<file path="src/source/spi_cmd_pkg.sv">
package spi_cmd_pkg;

    // Frame geometry, fixed by the link protocol
    localparam int unsigned FRAME_W  = 22;  // One serial frame
    localparam int unsigned OP_W     = 2;   // Opcode field
    localparam int unsigned ADDR_W   = 4;   // Register address field
    localparam int unsigned DATA_W   = 16;  // Operand and register width
    localparam int unsigned NUM_REGS = 16;  // Register bank depth

    // Plain vectors for widths with a meaning
    typedef logic [FRAME_W-1:0] frame_t;    // Raw frame as seen on the wire
    typedef logic [ADDR_W-1:0]  reg_addr_t; // Register index
    typedef logic [DATA_W-1:0]  reg_data_t; // Register contents, operand

    // Command operations, codes fixed by the host side
    typedef enum logic [OP_W-1:0] {
        NOP   = 2'd0,   // No effect, still answers
        WRITE = 2'd1,   // Store operand
        READ  = 2'd2,   // Return register
        ADD   = 2'd3    // Accumulate, wraps at 16 bits
    } opcode_t;

    // Decoded command
    // Same bit order as a frame: op 21:20, addr 19:16, operand 15:0
    typedef struct packed {
        opcode_t   op;
        reg_addr_t addr;
        reg_data_t operand;
    } cmd_t;

    // Executed result, also the response frame layout
    // value: operand for WRITE, contents for READ, sum for ADD, zero for NOP
    typedef struct packed {
        opcode_t   op;
        reg_addr_t addr;
        reg_data_t value;
    } result_t;

endpackage

</file>
<file path="src/source/spi_slave.sv">
`timescale 1ns/1ps

module spi_slave (
    input  logic                sclk,
    input  logic                rst_n,
    input  logic                mosi,      // Host data, sampled on rising sclk
    input  logic                ss_n,      // Frame window, active low
    input  spi_cmd_pkg::frame_t tx_frame,  // Response for the next frame
    input  logic                tx_load,   // Load strobe, honoured in IDLE only
    output logic                miso,      // Response bit, low outside a frame
    output spi_cmd_pkg::frame_t rx_frame,  // Last complete frame
    output logic                rx_valid   // One-cycle pulse per full frame
);
    import spi_cmd_pkg::*;

    typedef enum logic {
        IDLE,
        TRANSMIT
    } slave_state_t;

    slave_state_t state, state_nxt;
    logic [4:0]   bit_cnt;      // 0 to 21 within a frame
    logic         last_bit;     // 22nd sample on this edge
    frame_t       rx_shifter;
    frame_t       tx_shifter;
    frame_t       tx_hold;      // Response kept until the next load

    // Final sample only counts while still selected
    assign last_bit = (state == TRANSMIT) && !ss_n && (bit_cnt == 5'(FRAME_W - 1));

    // Next state and miso
    always_comb begin
        state_nxt = state;
        miso      = 1'b0;  // Quiet while idle
        case (state)
            IDLE: begin
                if (!ss_n) begin
                    state_nxt = TRANSMIT;
                end
            end
            TRANSMIT: begin
                miso = tx_shifter[FRAME_W-1];  // MSB first
                // Done after 22 bits, or aborted by an early ss_n rise
                if (last_bit || ss_n) begin
                    state_nxt = IDLE;
                end
            end
            default: state_nxt = IDLE;
        endcase
    end

    // Control and transmit side
    always_ff @(posedge sclk or negedge rst_n) begin
        if (!rst_n) begin
            state      <= IDLE;
            bit_cnt    <= '0;
            rx_valid   <= 1'b0;
            tx_shifter <= '0;
            tx_hold    <= '0;
        end else begin
            state    <= state_nxt;
            rx_valid <= last_bit;  // Aborted frames never strobe
            case (state)
                IDLE: begin
                    bit_cnt <= '0;
                    // A response arriving mid-frame is dropped, it only lands here
                    if (tx_load) begin
                        tx_hold    <= tx_frame;
                        tx_shifter <= tx_frame;
                    end else begin
                        tx_shifter <= tx_hold;  // Restores the word after an abort
                    end
                end
                TRANSMIT: begin
                    if (!ss_n) begin
                        bit_cnt    <= bit_cnt + 5'd1;
                        tx_shifter <= {tx_shifter[FRAME_W-2:0], 1'b0};
                    end
                end
                default: bit_cnt <= '0;
            endcase
        end
    end

    // Receive payload
    always_ff @(posedge sclk) begin
        if (state == TRANSMIT && !ss_n) begin
            rx_shifter <= {rx_shifter[FRAME_W-2:0], mosi};
        end
        if (last_bit) begin
            rx_frame <= {rx_shifter[FRAME_W-2:0], mosi};  // Include the bit on the wire now
        end
    end

endmodule

</file>
<file path="src/source/cmd_decode.sv">
`timescale 1ns/1ps

module cmd_decode (
    input  logic                sclk,
    input  logic                rst_n,
    input  spi_cmd_pkg::frame_t rx_frame,   // Raw frame from the shifter
    input  logic                rx_valid,
    output spi_cmd_pkg::cmd_t   cmd,        // Fields split out
    output logic                cmd_valid   // rx_valid delayed by one cycle
);
    import spi_cmd_pkg::*;

    // Frame field positions
    localparam int unsigned OP_LSB   = 20;
    localparam int unsigned ADDR_LSB = 16;
    localparam int unsigned DATA_LSB = 0;

    opcode_t   op_fld;
    reg_addr_t addr_fld;
    reg_data_t data_fld;

    // Slice the frame
    always_comb begin
        op_fld   = opcode_t'(rx_frame[OP_LSB +: OP_W]);
        addr_fld = rx_frame[ADDR_LSB +: ADDR_W];
        data_fld = rx_frame[DATA_LSB +: DATA_W];
    end

    // Strobe
    always_ff @(posedge sclk or negedge rst_n) begin
        if (!rst_n) begin
            cmd_valid <= 1'b0;
        end else begin
            cmd_valid <= rx_valid;
        end
    end

    // Command register, updated only on a new frame
    always_ff @(posedge sclk) begin
        if (rx_valid) begin
            cmd.op      <= op_fld;
            cmd.addr    <= addr_fld;
            cmd.operand <= data_fld;
        end
    end

endmodule

</file>
<file path="src/source/reg_execute.sv">
`timescale 1ns/1ps

module reg_execute (
    input  logic                 sclk,
    input  logic                 rst_n,
    input  spi_cmd_pkg::cmd_t    cmd,
    input  logic                 cmd_valid,
    output spi_cmd_pkg::result_t res,        // Outcome of the last command
    output logic                 res_valid   // cmd_valid delayed by one cycle
);
    import spi_cmd_pkg::*;

    reg_data_t regs [NUM_REGS];  // Register bank
    reg_data_t cur;              // Addressed register, before update
    reg_data_t sum;              // Wraps modulo 2^16
    reg_data_t value;            // Result value per opcode

    assign cur = regs[cmd.addr];
    assign sum = cur + cmd.operand;  // Carry out discarded

    // Result value selection
    always_comb begin
        case (cmd.op)
            WRITE:   value = cmd.operand;
            READ:    value = cur;
            ADD:     value = sum;
            default: value = '0;  // NOP
        endcase
    end

    // Bank update and strobe
    always_ff @(posedge sclk or negedge rst_n) begin
        if (!rst_n) begin
            for (int i = 0; i < NUM_REGS; i++) begin
                regs[i] <= '0;
            end
            res_valid <= 1'b0;
        end else begin
            res_valid <= cmd_valid;
            if (cmd_valid) begin
                case (cmd.op)
                    WRITE:   regs[cmd.addr] <= cmd.operand;
                    ADD:     regs[cmd.addr] <= sum;
                    default: ;  // READ and NOP leave the bank alone
                endcase
            end
        end
    end

    // Result register, same edge as the bank write
    always_ff @(posedge sclk) begin
        if (cmd_valid) begin
            res.op    <= cmd.op;
            res.addr  <= cmd.addr;   // Echoed back to the host
            res.value <= value;
        end
    end

endmodule

</file>
<file path="src/source/resp_result.sv">
`timescale 1ns/1ps

module resp_result (
    input  logic                 sclk,
    input  logic                 rst_n,
    input  spi_cmd_pkg::result_t res,
    input  logic                 res_valid,
    output spi_cmd_pkg::frame_t  tx_frame,  // Held between strobes
    output logic                 tx_load    // One-cycle load pulse to the slave
);
    import spi_cmd_pkg::*;

    frame_t resp_word;

    // Response frame shares the result layout bit for bit
    assign resp_word = frame_t'(res);

    always_ff @(posedge sclk or negedge rst_n) begin
        if (!rst_n) begin
            tx_frame <= '0;
            tx_load  <= 1'b0;
        end else begin
            tx_load <= res_valid;  // Every command answers, NOP included
            if (res_valid) begin
                tx_frame <= resp_word;
            end
        end
    end

endmodule

</file>
<file path="src/source/spi_reg_top.sv">
`timescale 1ns/1ps

module spi_reg_top (
    input  logic sclk,
    input  logic rst_n,
    input  logic mosi,
    input  logic ss_n,
    output logic miso
);
    import spi_cmd_pkg::*;

    // Stage to stage wiring
    frame_t  rx_frame;   // Slave to decode
    logic    rx_valid;
    cmd_t    cmd;        // Decode to execute
    logic    cmd_valid;
    result_t res;        // Execute to result
    logic    res_valid;
    frame_t  tx_frame;   // Result back to the slave
    logic    tx_load;

    // Serial shifter and frame FSM
    spi_slave spi_slave_i (
        .sclk     (sclk),
        .rst_n    (rst_n),
        .mosi     (mosi),
        .ss_n     (ss_n),
        .tx_frame (tx_frame),
        .tx_load  (tx_load),
        .miso     (miso),
        .rx_frame (rx_frame),
        .rx_valid (rx_valid)
    );

    cmd_decode cmd_decode_i (
        .sclk      (sclk),
        .rst_n     (rst_n),
        .rx_frame  (rx_frame),
        .rx_valid  (rx_valid),
        .cmd       (cmd),
        .cmd_valid (cmd_valid)
    );

    // Register bank
    reg_execute reg_execute_i (
        .sclk      (sclk),
        .rst_n     (rst_n),
        .cmd       (cmd),
        .cmd_valid (cmd_valid),
        .res       (res),
        .res_valid (res_valid)
    );

    resp_result resp_result_i (
        .sclk      (sclk),
        .rst_n     (rst_n),
        .res       (res),
        .res_valid (res_valid),
        .tx_frame  (tx_frame),
        .tx_load   (tx_load)
    );

endmodule

</file>
<file path="config.mk">
export PLATFORM = sky130hd
export DESIGN_NAME = spi_reg_top
export DESIGN_NICKNAME = d
export VERILOG_FILES = /design/src/source/spi_cmd_pkg.sv /design/src/source/spi_slave.sv /design/src/source/cmd_decode.sv /design/src/source/reg_execute.sv /design/src/source/resp_result.sv /design/src/source/spi_reg_top.sv
export SDC_FILE = /design/constraint.sdc
export NUM_CORES = 1
export LEC_CHECK = 0
export ABC_AREA = 1
export BUFFER_PORTS_ARGS = -buffer_cell sky130_fd_sc_hd__buf_2
export CORE_UTILIZATION = 60
export DETAILED_ROUTE_END_ITERATION = 6
export PLACE_DENSITY = 0.83
export SLEW_MARGIN = 20
export SYNTH_ARGS = -nofsm -noshare
export SYNTH_HDL_FRONTEND = slang
export SYNTH_SLANG_ARGS = --single-unit
</file>
<file path="constraint.sdc">
create_clock -name sclk -period 5.1 [get_ports sclk]
set_input_delay 1.275 -clock sclk [delete_from_list [all_inputs] [get_ports sclk]]
set_output_delay 1.275 -clock sclk [all_outputs]
set_load 0.02 [all_outputs]
</file>
==> run summary <==
Iter 0 DRT Violations = 1813
gr ovfl total = 0
slowest CP cell = edfxtp_1
peak supply drop = 0.300 mV
num rows = 63
final instance area = 20100 um^2
htree depth = 2
Synth top area share = 44.8%
status = finished, final reports clean
Seq/Total Area, Yosys = 59.0%
Synth area leaders = dfrtp_1 (45%), edfxtp_1 (14%), nand2_1 (12%)
setup bufs post-CTS = 0
Fin. Hold Viols = 0
Max FO, Critical Path = 24
Post-CTS Hold Buffers = 0
RePlAce Congestion = 0.926
Sequential cell area = 10900 um^2
Initial Utilization = 61.7%
via/cell ratio = 6.10
IO Count = 5
DIE AREA = 31600 um^2
largest stage delay on the critical path = 0.63 ns
CTS tree = built
reg2reg start = cmd_decode_i.cmd[16]
Critical Path End Type = register
Tightest Pin Transition = 1.12 ns
# diodes = 0
# port buffers = 4
Net count, final = 1995
vias in the first global route = 14.2k
post-cts sizing count = 0
post-route clock period utilization = 87.9%
Post-Syn Instances = 2025
Final Skew = 0.0196 ns
share of cells above drive strength 1 = 6.64%
Area Overhead vs Synth = 8.69%
worst-skew pair later-pin latency = 0.55 ns
Critical Path End = reg_execute_i.regs[168]
clock tree buffer depth = 3
Worst Reg-to-Reg Cells = 16
Tmin final = 4.48 ns
DR vias = 14.6k
Fill cells = 2211
Required @ worst endpoint = 5.54 ns
r2r setup slk = 0.62 ns
synthesized area = 18500 um^2
commonest non-fill, non-tap cells in the layout = nand2_1 (573), dfrtp_1 (330), o21ai_0 (255)
unique cell type count in the Yosys netlist = 40
worst slew margin relative to its limit = 25.4%
WL/cell = 19.3 um
global-route wire length before repair = 74600 um
Crit path depth = 16
FF+latch count, synth = 419
final WL = 46300 um
most common cell after layout, fill and taps aside = nand2_1
worst r2r dst = reg_execute_i.regs[168]
Startpoint Class = register
Critical Path Start = cmd_decode_i.cmd[16]
antenna violations before repair = 0
clock sink count = 419
Top cell by count, worst path = nand2_1
biggest area consumer among synthesized cells = dfrtp_1
WP buf/inv = 3
critical path class = register to register
Chip Width = 178 um
Die Ht = 178 um
RSZ-0062 raised after global routing = no
total CTS buffers = 43
Final HPWL DP = 28600 um
power density over the cells = 348 nW/um^2
HP Class = register to register
DR pass1 iterations = 6
Max Cap Viol = 0
crit path cell chain = nand2_1 -> inv_2 -> buf_4 -> a22oi_1 -> nand2_1 -> nand2_1 -> nand4_1 -> ha_1 -> a21oi_1 -> o21a_1 -> nand2_1 -> a21oi_1 -> o21ai_0 -> o21ai_1 -> inv_1 -> o21ai_0
area of the multi-input gates = 6240 um^2
Leakage = 9.95 nW
CP top delay family = compound AO/OA/AOI/OAI gates
Yosys warning total = 0
Critical Path AT = 4.92 ns
final setup fails = 0
clk slew on worst S/H paths = 0.06 ns
CORE AREA = 30000 um^2
DP Area = 18700 um^2
Root Buffer Master = clkbuf_16
f_max = 223 MHz
Total GRT Usage = 30.6%
syn avg cell area = 9.15 um^2
DRT antenna net count = 0
Post-Syn Nets = 2047
Max Slew Vio Count = 0
Post-route DRC = 0
largest net degree at the start of global routing = 119
Setup Total Neg Slack = 0 ns
-- flip-flops by register name, summed over array words and instances (netlist names) --
name and count:
spi_slave_i.state 1, cmd_decode_i.cmd_valid 1, resp_result_i.tx_load 1, spi_slave_i.rx_shifter 21, spi_slave_i.tx_hold 22, cmd_decode_i.cmd 22
spi_slave_i.rx_valid 1, reg_execute_i.regs 256, reg_execute_i.res 22, spi_slave_i.rx_frame 22, resp_result_i.tx_frame 22, spi_slave_i.tx_shifter 22
spi_slave_i.bit_cnt 5, reg_execute_i.res_valid 1
-- power by group --
group          internal [mW]  total (mW)  leakage (nW)  switching, mW
combinational         0.0574       0.200          3.86          0.143
clock                   1.98        3.26         0.721           1.29
sequential              3.51        3.55          5.37         0.0437
total                   5.54        7.01          9.95           1.47
-- Yosys cell counts, drive strengths merged --
cell    count
a21o        8
buf        54
nand4      15
nand3      88
a22oi      99
or2        20
nor3        3
nor2       43
o211ai     16
clkbuf     63
o21ai     288
o21bai      3
nand2     576
nor4        1
dfrtp     332
xor2        1
a31oi       1
edfxtp     87
ha         17
clkinv      4
o221ai     15
o22ai      14
a21oi      52
and3        1
o21a        1
fa          1
a21boi      1
inv       220
nand3b      1
-- routing by layer --
layer | share of wire, % | GRT usage [%] | up-vias | wire length (um)
met5 | 0.091 | 0 | - | 42
met4 | 4.1 | 13.6 | 2 | 1920
met3 | 8.8 | 5.14 | 137 | 4060
met2 | 46 | 47.7 | 768 | 21300
met1 | 41 | 42.4 | 7095 | 19000
li1 | - | - | 6591 | -
-- logic make-up (layout without fill, tap and decap cells) --
| logic type | after synthesis | count (layout) | synth area share [%] |
|---|---|---|---|
| compound gates | 498 | 498 | 15.7 |
| xor+xnor | 1 | 1 | 0.0473 |
| fa+ha+maj | 18 | 18 | 1.26 |
| buf+inv | 341 | 320 | 7.49 |
| flops | 419 | 419 | 59.0 |
| simple gates | 748 | 748 | 16.6 |
-- area by class of cell --
class                      instances  area share, %
sequential                       419           54.3
clock buffer                      62           6.31
multi-input combinational       1265           31.0
clock inverter                    14          0.994
tap                              390           2.42
timing repair buffer              20          0.870
inverter                         224           4.18
-- stage by stage --
| stage | hold slack (ns) | utilization, % | worst slack [ns] | total power [mW] | cells |
|---|---|---|---|---|---|
| finish | 0.419 | 67.0 | 0.617 | 7.01 | 2394 |
| global route | 0.424 | 67.0 | 0.393 | 7.21 | 2394 |
| CTS | 0.417 | 67.0 | 0.741 | 7.04 | 2394 |
| detailed placement | 0.405 | 62.1 | 0.810 | 3.81 | 2318 |
| global placement | 0.400 | 62.1 | 0.905 | 3.79 | 2318 |
| floorplan | 0.352 | - | 0.214 | 3.71 | 2025 |
-- how the worst min path moves through the flow --
stage / to / cells past startpoint / startpoint
final: cmd_decode_i.cmd[10] / 0 / spi_slave_i.rx_frame[10]
after CTS: cmd_decode_i.cmd[10] / 0 / spi_slave_i.rx_frame[10]
after global placement: cmd_decode_i.cmd[17] / 0 / spi_slave_i.rx_frame[17]
after detailed placement: cmd_decode_i.cmd[10] / 0 / spi_slave_i.rx_frame[10]
after global routing: cmd_decode_i.cmd[1] / 0 / spi_slave_i.rx_frame[1]
after floorplan: resp_result_i.tx_load / 0 / reg_execute_i.res_valid
No activity file was read; power rests on OpenSTA's default activity.
